### src/mips_params.svh
`ifndef MIPS_PARAMS_SVH
`define MIPS_PARAMS_SVH

// machine word as seen by the ALU, registers and the data cache
`define DATA_W 32

// byte address, the cache splits it into tag, index and byte offset
`define ADDR_W 32

// direct-mapped cache size in lines of one word, keep it a power of two
`define CACHE_LINES 16

`endif

### src/pipe_pkg.sv
`default_nettype none

`include "mips_params.svh"

package pipe_pkg;

    typedef enum logic [2:0] {
        ALU_ADD,
        ALU_SUB,
        ALU_AND,
        ALU_OR,
        ALU_SLT,
        ALU_PASS_B
    } alu_op_t;

    typedef struct packed {
        logic [`DATA_W-1:0] inst_addr;
        logic [`DATA_W-1:0] rs_data;
        logic [`DATA_W-1:0] rt_data;
        logic [`DATA_W-1:0] imm_extend;
        logic [4:0]         rd_num;
        alu_op_t            alu_op;
        logic               use_imm;       // operand b comes from imm_extend
        logic               branch;
        logic               jump;
        logic               jump_register;
        logic               mem_read;
        logic               mem_write;
        logic               is_word;       // low means a single byte access
        logic               register_write;
        logic               is_nop;
        logic               halted;
    } ex_in_t;

    typedef struct packed {
        logic [`DATA_W-1:0] alu_result;    // also the memory address for loads and stores
        logic [`DATA_W-1:0] rt_data;
        logic [`DATA_W-1:0] inst_addr;
        logic [4:0]         rd_num;
        logic               register_write;
        logic               mem_read;
        logic               mem_write;
        logic               is_word;
        logic               is_nop;
        logic               halted;
    } ex_mem_t;

    typedef struct packed {
        logic               valid;
        logic [4:0]         rd_num;
        logic               register_write;
        logic [`DATA_W-1:0] data;
        logic               halted;
    } wb_t;

    typedef struct packed {
        logic               taken;
        logic [`DATA_W-1:0] target;
    } redirect_t;

    // bubble that fills EX/MEM after reset or when nothing is accepted
    localparam ex_mem_t EX_MEM_NOP = '{
        alu_result:     '0,
        rt_data:        '0,
        inst_addr:      '0,
        rd_num:         '0,
        register_write: 1'b0,
        mem_read:       1'b0,
        mem_write:      1'b0,
        is_word:        1'b0,
        is_nop:         1'b1,
        halted:         1'b0
    };

endpackage

`default_nettype wire

### src/mem_pkg.sv
`default_nettype none

`include "mips_params.svh"

package mem_pkg;

    localparam int IDX_W = $clog2(`CACHE_LINES);
    localparam int TAG_W = `ADDR_W - IDX_W - 2;

    typedef struct packed {
        logic [TAG_W-1:0] tag;
        logic [IDX_W-1:0] index;
        logic [1:0]       offset;   // byte within the word
    } cache_fields_t;

    // the same address word, taken whole or split for the cache lookup
    typedef union packed {
        logic [`ADDR_W-1:0] raw;
        cache_fields_t      f;
    } cache_addr_u;

    typedef struct packed {
        logic               cyc;
        logic               stb;
        logic               we;
        logic [`ADDR_W-1:0] adr;
        logic [`DATA_W-1:0] dat_w;
        logic [3:0]         sel;
    } wb_req_t;

    typedef struct packed {
        logic               ack;
        logic [`DATA_W-1:0] dat_r;
    } wb_rsp_t;

endpackage

`default_nettype wire

### src/execute_stage.sv
`default_nettype none

`include "mips_params.svh"

module execute_stage import pipe_pkg::*; (
    input  ex_in_t    ex_in,
    input  logic      in_valid,
    output ex_mem_t   ex_mem,
    output redirect_t redirect
);

    logic [`DATA_W-1:0] op_b;
    logic [`DATA_W-1:0] alu_result;
    logic [`DATA_W-1:0] diff;
    logic [`DATA_W-1:0] pc_plus4;
    logic               zero;
    logic               live;

    assign live     = in_valid && !ex_in.is_nop;
    assign op_b     = ex_in.use_imm ? ex_in.imm_extend : ex_in.rt_data;
    assign diff     = ex_in.rs_data - ex_in.rt_data;
    assign zero     = (diff == '0);   // branch compare always uses rs and rt
    assign pc_plus4 = ex_in.inst_addr + `DATA_W'(4);

    always_comb begin
        case (ex_in.alu_op)
            ALU_ADD:    alu_result = ex_in.rs_data + op_b;
            ALU_SUB:    alu_result = ex_in.rs_data - op_b;
            ALU_AND:    alu_result = ex_in.rs_data & op_b;
            ALU_OR:     alu_result = ex_in.rs_data | op_b;
            ALU_SLT:    alu_result = {{(`DATA_W-1){1'b0}},
                                      $signed(ex_in.rs_data) < $signed(op_b)};
            ALU_PASS_B: alu_result = op_b;
            default:    alu_result = '0;
        endcase
    end

    always_comb begin
        redirect.taken  = 1'b0;
        redirect.target = pc_plus4;
        if (live) begin
            if (ex_in.jump_register) begin
                redirect.taken  = 1'b1;
                redirect.target = ex_in.rs_data;
            end else if (ex_in.jump) begin
                redirect.taken  = 1'b1;
                redirect.target = pc_plus4 + ex_in.imm_extend;
            end else if (ex_in.branch && zero) begin
                redirect.taken  = 1'b1;
                redirect.target = pc_plus4 + (ex_in.imm_extend << 2);   // word offset
            end
        end
        if (in_valid) begin
            assert (!(ex_in.branch && ex_in.jump))
                else $error("execute: branch and jump set on the same item");
        end
    end

    always_comb begin
        if (!in_valid) begin
            ex_mem = EX_MEM_NOP;   // nothing accepted this cycle
        end else begin
            ex_mem.alu_result     = alu_result;
            ex_mem.rt_data        = ex_in.rt_data;
            ex_mem.inst_addr      = ex_in.inst_addr;
            ex_mem.rd_num         = ex_in.rd_num;
            ex_mem.register_write = ex_in.register_write;
            ex_mem.mem_read       = ex_in.mem_read;
            ex_mem.mem_write      = ex_in.mem_write;
            ex_mem.is_word        = ex_in.is_word;
            ex_mem.is_nop         = ex_in.is_nop;
            ex_mem.halted         = ex_in.halted;
        end
    end

endmodule

`default_nettype wire

### src/buffer_ex_mem.sv
`default_nettype none

module buffer_ex_mem import pipe_pkg::*; (
    input  logic    clk,
    input  logic    rst_n,
    input  logic    hold,
    input  ex_mem_t d,
    output ex_mem_t q
);

    // whole EX/MEM record in one register that holds while the memory stage stalls
    always_ff @(posedge clk or negedge rst_n) begin
        if (!rst_n) begin
            q <= EX_MEM_NOP;
        end else if (!hold) begin
            q <= d;
        end
    end

    // only a real load or store can keep its record stuck in MEM
    assert property (@(posedge clk) disable iff (!rst_n)
                     hold |-> (!q.is_nop && (q.mem_read || q.mem_write)))
        else $error("ex/mem buffer held for an item that does not access memory");

endmodule

`default_nettype wire

### src/data_cache.sv
`default_nettype none

`include "mips_params.svh"

module data_cache import mem_pkg::*; #(
    parameter int LINES = `CACHE_LINES
) (
    input  logic               clk,
    input  logic               rst_n,
    input  logic               req_valid,
    input  cache_addr_u        addr,
    input  logic               we,
    input  logic [`DATA_W-1:0] wdata,
    input  logic [3:0]         sel,
    output logic [`DATA_W-1:0] rdata,
    output logic               stall,
    output wb_req_t            bus_req,
    input  wb_rsp_t            bus_rsp
);

    localparam int LIDX_W = $clog2(LINES);
    localparam int LTAG_W = `ADDR_W - LIDX_W - 2;

    typedef enum logic [1:0] {
        S_IDLE,
        S_WRITE_BACK,
        S_REFILL
    } state_t;

    state_t state;
    state_t state_next;

    logic [LTAG_W-1:0]  tag_mem  [LINES];
    logic [`DATA_W-1:0] data_mem [LINES];
    logic [LINES-1:0]   valid_bits;
    logic [LINES-1:0]   dirty_bits;

    logic [LIDX_W-1:0]  idx;
    logic [LTAG_W-1:0]  tag;
    logic               hit;
    logic               victim_dirty;
    logic               full_store;
    logic               write_now;
    logic [`DATA_W-1:0] merged;

    assign idx          = addr.raw[LIDX_W+1:2];
    assign tag          = addr.raw[`ADDR_W-1:LIDX_W+2];
    assign hit          = valid_bits[idx] && (tag_mem[idx] == tag);
    assign victim_dirty = valid_bits[idx] && dirty_bits[idx];
    assign full_store   = we && (sel == 4'b1111);   // needs no refill and just takes the line
    assign rdata        = data_mem[idx];

    assign stall = (state != S_IDLE) ||
                   (req_valid && !hit && (victim_dirty || !full_store));
    assign write_now = req_valid && we && !stall;

    always_comb begin
        merged = data_mem[idx];
        for (int b = 0; b < 4; b++) begin
            if (sel[b]) begin
                merged[b*8 +: 8] = wdata[b*8 +: 8];
            end
        end
    end

    // every bus access returns to idle so cyc drops between the eviction and the refill
    always_comb begin
        state_next = state;
        case (state)
            S_IDLE: begin
                if (req_valid && !hit) begin
                    if (victim_dirty) begin
                        state_next = S_WRITE_BACK;
                    end else if (!full_store) begin
                        state_next = S_REFILL;
                    end
                end
            end
            S_WRITE_BACK, S_REFILL: begin
                if (bus_rsp.ack) begin
                    state_next = S_IDLE;
                end
            end
            default: state_next = S_IDLE;
        endcase
    end

    always_comb begin
        bus_req.cyc   = (state != S_IDLE);
        bus_req.stb   = (state != S_IDLE);
        bus_req.we    = (state == S_WRITE_BACK);
        bus_req.adr   = (state == S_WRITE_BACK) ? {tag_mem[idx], idx, 2'b00}
                                                : {tag, idx, 2'b00};
        bus_req.dat_w = data_mem[idx];
        bus_req.sel   = 4'b1111;
    end

    always_ff @(posedge clk or negedge rst_n) begin
        if (!rst_n) begin
            state      <= S_IDLE;
            valid_bits <= '0;
            dirty_bits <= '0;
        end else begin
            state <= state_next;
            if (state == S_REFILL && bus_rsp.ack) begin
                valid_bits[idx] <= 1'b1;
                dirty_bits[idx] <= 1'b0;
            end else if (state == S_WRITE_BACK && bus_rsp.ack) begin
                dirty_bits[idx] <= 1'b0;   // memory now holds the victim
            end else if (write_now) begin
                valid_bits[idx] <= 1'b1;
                dirty_bits[idx] <= 1'b1;
            end
        end
    end

    always_ff @(posedge clk) begin
        if (state == S_REFILL && bus_rsp.ack) begin
            data_mem[idx] <= bus_rsp.dat_r;
            tag_mem[idx]  <= tag;
        end else if (write_now) begin
            data_mem[idx] <= merged;
            tag_mem[idx]  <= tag;
        end
    end

    // the master releases the bus in the cycle after each ack
    assert property (@(posedge clk) disable iff (!rst_n)
                     (bus_req.cyc && bus_rsp.ack) |=> !(bus_req.cyc || bus_req.stb))
        else $error("wishbone cycle still open after ack");

    assert property (@(posedge clk) disable iff (!rst_n)
                     (bus_req.stb && !bus_rsp.ack) |=> $stable(bus_req.adr))
        else $error("wishbone adr moved before ack");

endmodule

`default_nettype wire

### src/memory_stage.sv
`default_nettype none

`include "mips_params.svh"

module memory_stage import pipe_pkg::*, mem_pkg::*; (
    input  logic    clk,
    input  logic    rst_n,
    input  ex_mem_t ex_mem,
    output logic    stall,
    output wb_t     wb_out,
    output wb_req_t bus_req,
    input  wb_rsp_t bus_rsp
);

    cache_addr_u        addr;
    logic               req_valid;
    logic [3:0]         sel;
    logic [`DATA_W-1:0] wdata;
    logic [`DATA_W-1:0] rdata;
    logic [7:0]         load_byte;
    logic [`DATA_W-1:0] load_data;
    logic [`DATA_W-1:0] wb_data;

    assign addr      = cache_addr_u'(ex_mem.alu_result);
    assign req_valid = !ex_mem.is_nop && (ex_mem.mem_read || ex_mem.mem_write);

    // byte stores put the byte on every lane and let sel pick the right one
    assign sel   = ex_mem.is_word ? 4'b1111 : (4'b0001 << addr.f.offset);
    assign wdata = ex_mem.is_word ? ex_mem.rt_data : {4{ex_mem.rt_data[7:0]}};

    assign load_byte = rdata[{addr.f.offset, 3'b000} +: 8];
    assign load_data = ex_mem.is_word ? rdata : {{(`DATA_W-8){load_byte[7]}}, load_byte};
    assign wb_data   = ex_mem.mem_read ? load_data : ex_mem.alu_result;

    data_cache #(
        .LINES(`CACHE_LINES)
    ) i_data_cache (
        .clk      (clk),
        .rst_n    (rst_n),
        .req_valid(req_valid),
        .addr     (addr),
        .we       (ex_mem.mem_write),
        .wdata    (wdata),
        .sel      (sel),
        .rdata    (rdata),
        .stall    (stall),
        .bus_req  (bus_req),
        .bus_rsp  (bus_rsp)
    );

    always_ff @(posedge clk or negedge rst_n) begin
        if (!rst_n) begin
            wb_out <= '0;
        end else if (!stall) begin
            wb_out.valid          <= !ex_mem.is_nop;
            wb_out.rd_num         <= ex_mem.rd_num;
            wb_out.register_write <= ex_mem.register_write;
            wb_out.data           <= wb_data;
            wb_out.halted         <= ex_mem.halted;
        end else begin
            wb_out.valid <= 1'b0;   // nothing retires while the cache is busy
        end
    end

endmodule

`default_nettype wire

### src/pipe_ex_mem_top.sv
`default_nettype none

module pipe_ex_mem_top import pipe_pkg::*, mem_pkg::*; (
    input  logic      clk,
    input  logic      rst_n,
    input  ex_in_t    ex_in,
    input  logic      in_valid,
    output logic      ready,
    output redirect_t redirect,
    output wb_t       wb_out,
    output wb_req_t   bus_req,
    input  wb_rsp_t   bus_rsp
);

    logic    accept;
    logic    stall;
    logic    halt_seen;
    ex_mem_t ex_mem_d;
    ex_mem_t ex_mem_q;

    assign ready  = !stall && !halt_seen;
    assign accept = in_valid && ready;   // redirect and the new record only for accepted items

    execute_stage i_execute_stage (
        .ex_in   (ex_in),
        .in_valid(accept),
        .ex_mem  (ex_mem_d),
        .redirect(redirect)
    );

    buffer_ex_mem i_buffer_ex_mem (
        .clk  (clk),
        .rst_n(rst_n),
        .hold (stall),
        .d    (ex_mem_d),
        .q    (ex_mem_q)
    );

    memory_stage i_memory_stage (
        .clk    (clk),
        .rst_n  (rst_n),
        .ex_mem (ex_mem_q),
        .stall  (stall),
        .wb_out (wb_out),
        .bus_req(bus_req),
        .bus_rsp(bus_rsp)
    );

    // once a halted item retires the slice takes nothing more
    always_ff @(posedge clk or negedge rst_n) begin
        if (!rst_n) begin
            halt_seen <= 1'b0;
        end else if (wb_out.valid && wb_out.halted) begin
            halt_seen <= 1'b1;
        end
    end

endmodule

`default_nettype wire

### config.mk
export PLATFORM = sky130hd
export DESIGN_NAME = pipe_ex_mem_top
export DESIGN_NICKNAME = d
export VERILOG_FILES = /design/src/pipe_pkg.sv /design/src/mem_pkg.sv /design/src/execute_stage.sv /design/src/buffer_ex_mem.sv /design/src/data_cache.sv /design/src/memory_stage.sv /design/src/pipe_ex_mem_top.sv
export VERILOG_INCLUDE_DIRS = /design/src /design/src/src
export SDC_FILE = /design/constraint.sdc
export NUM_CORES = 2
export LEC_CHECK = 0
export BUFFER_PORTS_ARGS = -buffer_cell sky130_fd_sc_hd__buf_2
export CORE_ASPECT_RATIO = 1.75
export CORE_MARGIN = 10
export CORE_UTILIZATION = 50
export DETAILED_ROUTE_END_ITERATION = 8
export GPL_TIMING_DRIVEN = 0
export MAX_ROUTING_LAYER = met4
export PLACE_DENSITY = 0.68
export SLEW_MARGIN = 10
export SYNTH_ARGS = -nofsm -noshare
export SYNTH_HDL_FRONTEND = slang
export SYNTH_SLANG_ARGS = --single-unit
### constraint.sdc
create_clock -name clk -period 11.3 [get_ports clk]
set_clock_uncertainty 0.2 [all_clocks]
set_input_delay 2.26 -clock clk [delete_from_list [all_inputs] [get_ports clk]]
set_output_delay 2.26 -clock clk [all_outputs]
set_load 0.01 [all_outputs]
== Yosys cells after proc, flatten, opt, wreduce, memory -nomap -nowiden ==
Memories as Yosys holds them, arrays and structs flattened.
Cells that the tools add are included.

* Memories: 2
* Bits of input ports: 182
* Output and inout bits: 145
* Bits in writable memories: 928
* Word-level logic and storage cells: 127
* Register bits: 150

{| class="wikitable"
|+ Memory list
! name !! depth !! width !! read ports !! clocked after Yosys merged registers in !! write ports !! line !! source
|-
| i_memory_stage.i_data_cache.data_mem || 16 || 32 || 1 || 0 || 1 || data_cache.sv:34 || <nowiki>logic [`DATA_W-1:0] data_mem [LINES];</nowiki>
|-
| i_memory_stage.i_data_cache.tag_mem || 16 || 26 || 1 || 0 || 1 || data_cache.sv:33 || <nowiki>logic [LTAG_W-1:0] tag_mem [LINES];</nowiki>
|}

* Eq/ne operators: 13
* Order comparisons: 3
* Bitwise operators: 8
* Muxes and demuxes: 41
* Reductions and logical operators: 34
* Shift-type cells: 2
* Add/sub/neg operators: 6

{| class="wikitable"
|+ Operators by type and width
! kind !! count
|-
| $mux W32 || 6
|-
| $pmux W32 S6 || 1
|-
| $mux W33 || 4
|-
| $mux W107 || 1
|-
| $add A32 B32 Y32 || 3
|-
| $mux W16 || 6
|-
| $sub A32 B32 Y32 || 2
|-
| $add A32 B3 Y32 const B || 1
|-
| $and A32 B32 Y32 || 1
|-
| $logic_not A32 Y1 || 1
|-
| $lt A32 B32 Y1 || 1
|-
| $mux W8 || 4
|-
| $or A16 B16 Y16 || 2
|-
| $or A32 B32 Y32 || 1
|-
| $shiftx A32 B6 Y8 || 1
|-
| $eq A26 B26 Y1 || 1
|-
| $mux W26 || 1
|-
| $and A16 B16 Y16 || 1
|-
| $logic_and A1 B1 Y1 || 16
|-
| $not A16 Y16 || 1
|-
| $mux W1 || 9
|-
| $bmux W1 S4 || 2
|-
| $mux W2 || 4
|-
| $eq A3 B2 Y1 const B || 2
|-
| other kinds (24) || 35
|}

== Longest topological paths before layout ==
* Word-level depth: 14
* Depth in mapped cells: 20
* Depth with buffers taken out: 20

== Modules after synthesis ==
Synthesis repeated with hierarchy kept, for this count alone.

* Cell total of the unflattened synthesis: 4381
* Area total of the unflattened synthesis: 58642.5 um2

{| class="wikitable"
|+ Modules (own cells, without submodules)
! module !! times used !! area an instance (um2) !! cells each !! sequential area each (um2)
|-
| data_cache || 1 || 39855.7 || 2005 || 28717.5
|-
| execute_stage || 1 || 12221.7 || 1853 || 0.0
|-
| buffer_ex_mem || 1 || 4087.7 || 226 || 2678.8
|-
| memory_stage || 1 || 2427.3 || 293 || 1001.0
|-
| pipe_ex_mem_top || 1 || 50.0 || 4 || 25.0
|}

== Worst setup path after synthesis ==
OpenSTA, ideal clock, no wires.

* Path type: input to output
* Start point: in ex_in[118] in the netlist's numbering
* End point: out redirect[31] in the netlist's numbering
* Arrival time: 6.308 ns
* Buffers on the path: 0
* Path slack: 2.532 ns
* Required time: 8.840 ns
* Stages on the path: 19
* Cells stage by stage: and3_1 and3_1 nand3_1 nor2_1 and3_1 and3_1 xor2_1 ha_1 a211o_1 a221oi_1 o21bai_1 a21o_1 a41oi_1 o2111ai_1 o2111ai_1 a21oi_1 xnor2_1 or3_1 o311ai_1

{| class="wikitable"
|+ RTL lines
! what !! line !! source
|-
| start, declared || pipe_ex_mem_top.sv:6 || <nowiki>input ex_in_t ex_in,</nowiki>
|-
| end, declared || pipe_ex_mem_top.sv:9 || <nowiki>output redirect_t redirect,</nowiki>
|}

==> impl_metrics.csv <==
group,metric,value,unit
outcome,outcome,"complete, no violations",
sta,setup_viol,0,
yosys,synth-main-ff-cell,"edfxtp_1",
setup_path,critPathArrivalTime,8.42,ns
sta,fin_ws,0.425,ns
sta,rsz0062_at_grt,"no",
grt,grt_pass1_wl,308,mm
sta,hold_viol,0,
yosys,synth_top_family_by_area,"multiplexers",
yosys,synth_area_per_cell,13.3,um2
cells_and_area,area_growth,14.2,%
cells_and_area,stdcell_area,63200,um2
grt,grt_use_met1,0.365,
clock_network,cts_buffer_depth,3,
floorplanning,placement_rows,161,
clock_network,clock_latency,0.70,ns
grt,grt_antenna_before_repair,25,
place,dp_hpwl,174,mm
setup_path,cp_max_fo,7,
grt,grtUsageMet3,0.0869,
sta,period_share,0.962,
yosys,async_reset_ff_frac,0.139,
detailed_routing,wirelength,221,mm
clock_network,clock_sinks,1078,
power,leakage,0.0232,uW
setup_path,max_stage_delay,0.74,ns
cells_and_area,finalNonFillerCells,6250,
setup_path,crit_path_top_delay_cell,"nor3_1",
clock_network,cts_resized,0,
grt,gr-max-usage-layer,"met2",
cells_and_area,num-fill-cells,8997,
place,placed_area,60200,um2
setup_path,critical-path-top-delay-family,"simple AND/OR/NAND/NOR gates",
grt,grt_overflow,0,
yosys,yosys.area_share.simple,0.0743,
setup_path,path_buf_inv,3,
min_path,hold_class,"reg -> reg",
sta,tightest_slew,1.30,ns
yosys,synth_edf_count,928,
setup_path,required,8.84,ns
detailed_routing,drc,0,
grt,first_global_vias,41604,
power,finalPower,12900,uW
yosys,synth-seq-cells,1078,
power,power.density,205,nW/um2
floorplanning,fp.dieArea,125000,um2
cells_and_area,drive_above_1_share,0.208,
floorplanning,core,110000,um2
sta,finalCriticalPeriod,10.88,ns
sta,slew_violations,0,
setup_path,crit_chain,"buf_2 > and3_1 > and3_1 > nand4_1 > nor2_1 > nand2_1 > xnor2_1 > ha_1 > clkbuf_1 > nand2_1 > nor3_1 > nand4_1 > a21oi_1 > o41ai_1 > a211oi_1 > mux2i_1 > o311ai_0 > nor3b_1 > o22ai_1 > o311ai_1 > buf_2",
setup_path,crit_path_end_kind,"output pin",
sta,final.setup.tns,0,ns
power,ir_drop,0.000142,V
floorplanning,dieHeight,460,um
detailed_routing,first_pass_iters,8,
floorplanning,pin_count,327,
floorplanning,floorplan.initialDensity,0.503,
grt,grt_use_total,0.361,
yosys,post_synth_fa_ha_maj_area_fraction,0.0446,
setup_path,start_kind,"input port",
sta,slew_headroom,0.124,
place,placedCellCount,6062,
place,dpl_worst_slack,0.579,ns
clock_network,path_clk_slew,0.07,ns
clock_network,cts_buffers,89,
yosys,synth_area,55300,um2
job,drv_cap,0,
clock_network,clockRootBuffer,"clkbuf_16",
yosys,synth_xor_area_frac,0.0207,
yosys,yosysSeqAreaShare,0.571,
cells_and_area,multi_input_area,22100,um2
sta,fmax,0.0920,GHz
clock_network,h-tree-depth,3,
clock_network,postCtsSetupRepairBufs,0,
grt,grt_use_met2,0.603,
yosys,syn_inst,4162,
floorplanning,die_w,272,um
yosys,synth-compound-area-share,0.123,
yosys,yosysWarnings,0,
yosys,muxShareOfSynthArea,0.134,
place,place_congestion,1.09,
detailed_routing,dr.first_iter.drc_count,4645,
cells_and_area,regArea,31600,um2
place,numPortBuffers,317,
yosys,synth_cell_types,88,
detailed_routing,vias_per_cell,6.59,
detailed_routing,avgRoutedWirePerCell,35.4,um
detailed_routing,num_vias,41189,
detailed_routing,ant_nets,0,
cells_and_area,nNetsFinal,5064,
setup_path,critPathKind,"in -> out",
clock_network,cts_hold_buf,0,
clock_network,cts_tree,"yes",
grt,grt_max_degree,107,
[area by class of cell]
type                    instances  share of cell area
flip-flops and latches       1078               0.500
multi-input cells            2669               0.350
repair buffers                430              0.0461
clock buffers                 106              0.0363
well taps                    1467              0.0290
plain buffers                 242              0.0174
inverters                     177              0.0105
clock inverters                53             0.00913
diodes                         28             0.00111
[where the power goes]
group | internal (uW) | switching (uW) | total [uW]
Combinational | 1650 | 2980 | 4620
Clock | 1670 | 1460 | 3130
Sequential | 4780 | 410 | 5190
[stage by stage]
stage / hold WS [ns] / utilization
floorplan: 0.223 / -
global placement: 0.233 / 0.534
detailed placement: 0.240 / 0.547
CTS: 0.254 / 0.574
global route: 0.274 / 0.574
finish: 0.260 / 0.575
[synth_stat cells (8+ instances only)]
cell       instances  share of area
mux4_2           259           0.11
o21a_1            30         0.0041
o22ai_1           26         0.0029
a221oi_1          24         0.0038
a211o_1           11         0.0017
a311oi_1          33         0.0052
xnor2_1           97          0.015
buf_2             49         0.0044
a31oi_1           38         0.0043
o2111ai_1          8         0.0013
xor2_1            34         0.0054
and3_1            23         0.0026
clkbuf_1         142         0.0096
or3_1             24         0.0027
nand3_1           68         0.0061
nor2b_1           29         0.0033
inv_1            172          0.012
o311ai_0           9         0.0014
a22o_1            53         0.0084
a21oi_1          265          0.024
nor3_1            65         0.0059
a211oi_1          45         0.0061
o21ai_1           34         0.0031
o21ai_0          178          0.016
mux2i_1          115          0.021
nand4_1           29         0.0033
edfxtp_1         928           0.50
a21boi_0          10         0.0014
and2_1            12         0.0014
buf_4             29         0.0039
nor4_1            17         0.0019
nand2_1          283          0.019
o22a_1            11         0.0017
o31ai_1           24         0.0033
o211ai_1          26         0.0035
nor2_1           271          0.018
buf_1             19         0.0013
o21bai_1          20         0.0027
mux2_2            36         0.0073
nand2b_1          31         0.0035
a22oi_1           18         0.0024
a21o_1            97          0.013
ha_1             191          0.043
dfrtp_1          149          0.067
[state kept, by name, summed over array words and instances, names as in the netlist, named ones only]
signal and flops:
i_memory_stage.i_data_cache.data_mem 512, i_memory_stage.i_data_cache.tag_mem 416, i_buffer_ex_mem.q 75, i_memory_stage.wb_out 40, i_memory_stage.i_data_cache.valid_bits 16, i_memory_stage.i_data_cache.state 2
halt_seen 1
[placed cells by master, fill, tap and decap left out, types with 33 or more instances in the layout]
| cell type | synthesis | layout |
|---|---|---|
| mux2i_1 | 115 | 115 |
| mux2_2 | 36 | 36 |
| edfxtp_1 | 928 | 928 |
| xor2_1 | 34 | 34 |
| mux4_2 | 259 | 259 |
| nand2_1 | 283 | 283 |
| a211oi_1 | 45 | 45 |
| buf_2 | 49 | 366 |
| nor2_1 | 271 | 271 |
| dfrtp_1 | 149 | 149 |
| xnor2_1 | 97 | 97 |
| ha_1 | 191 | 191 |
| buf_4 | 29 | 80 |
| a31oi_1 | 38 | 38 |
| inv_1 | 172 | 172 |
| a21oi_1 | 265 | 264 |
| clkbuf_16 | 0 | 89 |
| a311oi_1 | 33 | 33 |
| buf_6 | 3 | 41 |
| nand3_1 | 68 | 68 |
| a21o_1 | 97 | 97 |
| nor3_1 | 65 | 56 |
| a22o_1 | 53 | 53 |
| o21ai_0 | 178 | 176 |
| clkbuf_1 | 142 | 159 |
[final timing paths]
path,end,depth (start not counted),slack (ns),startpoint
max reg2reg,i_memory_stage.i_data_cache.data_mem[9][8],25,2.64,i_buffer_ex_mem.q[80]
min in group asynchronous,i_memory_stage.i_data_cache.valid_bits[9],1,1.25,rst_n
max in group asynchronous,i_buffer_ex_mem.q[46],2,8.73,rst_n
max,redirect[31],21,0.42,ex_in[118]
min reg2reg,i_memory_stage.i_data_cache.valid_bits[12],1,0.26,i_memory_stage.i_data_cache.valid_bits[12]
min,i_memory_stage.i_data_cache.valid_bits[12],1,0.26,i_memory_stage.i_data_cache.valid_bits[12]
[cell families (layout without fill, tap and decap cells)]
family          Yosys count  after routing
compound gates         1034           1034
xor+xnor                131            131
fa+ha+maj               195            195
buf+inv                 419           1008
flops                  1078           1078
mux                     411            411
other cells               2             34
simple gates            892            892
[per-layer routing]
metal,routed length (um),part of all wire,vias up
li1,-,-,17233
met1,70200,0.32,20495
met2,110000,0.50,2654
met3,21000,0.095,807
met4,19900,0.090,0
met5,0,0,-
Power figures use the tool's default switching activity.
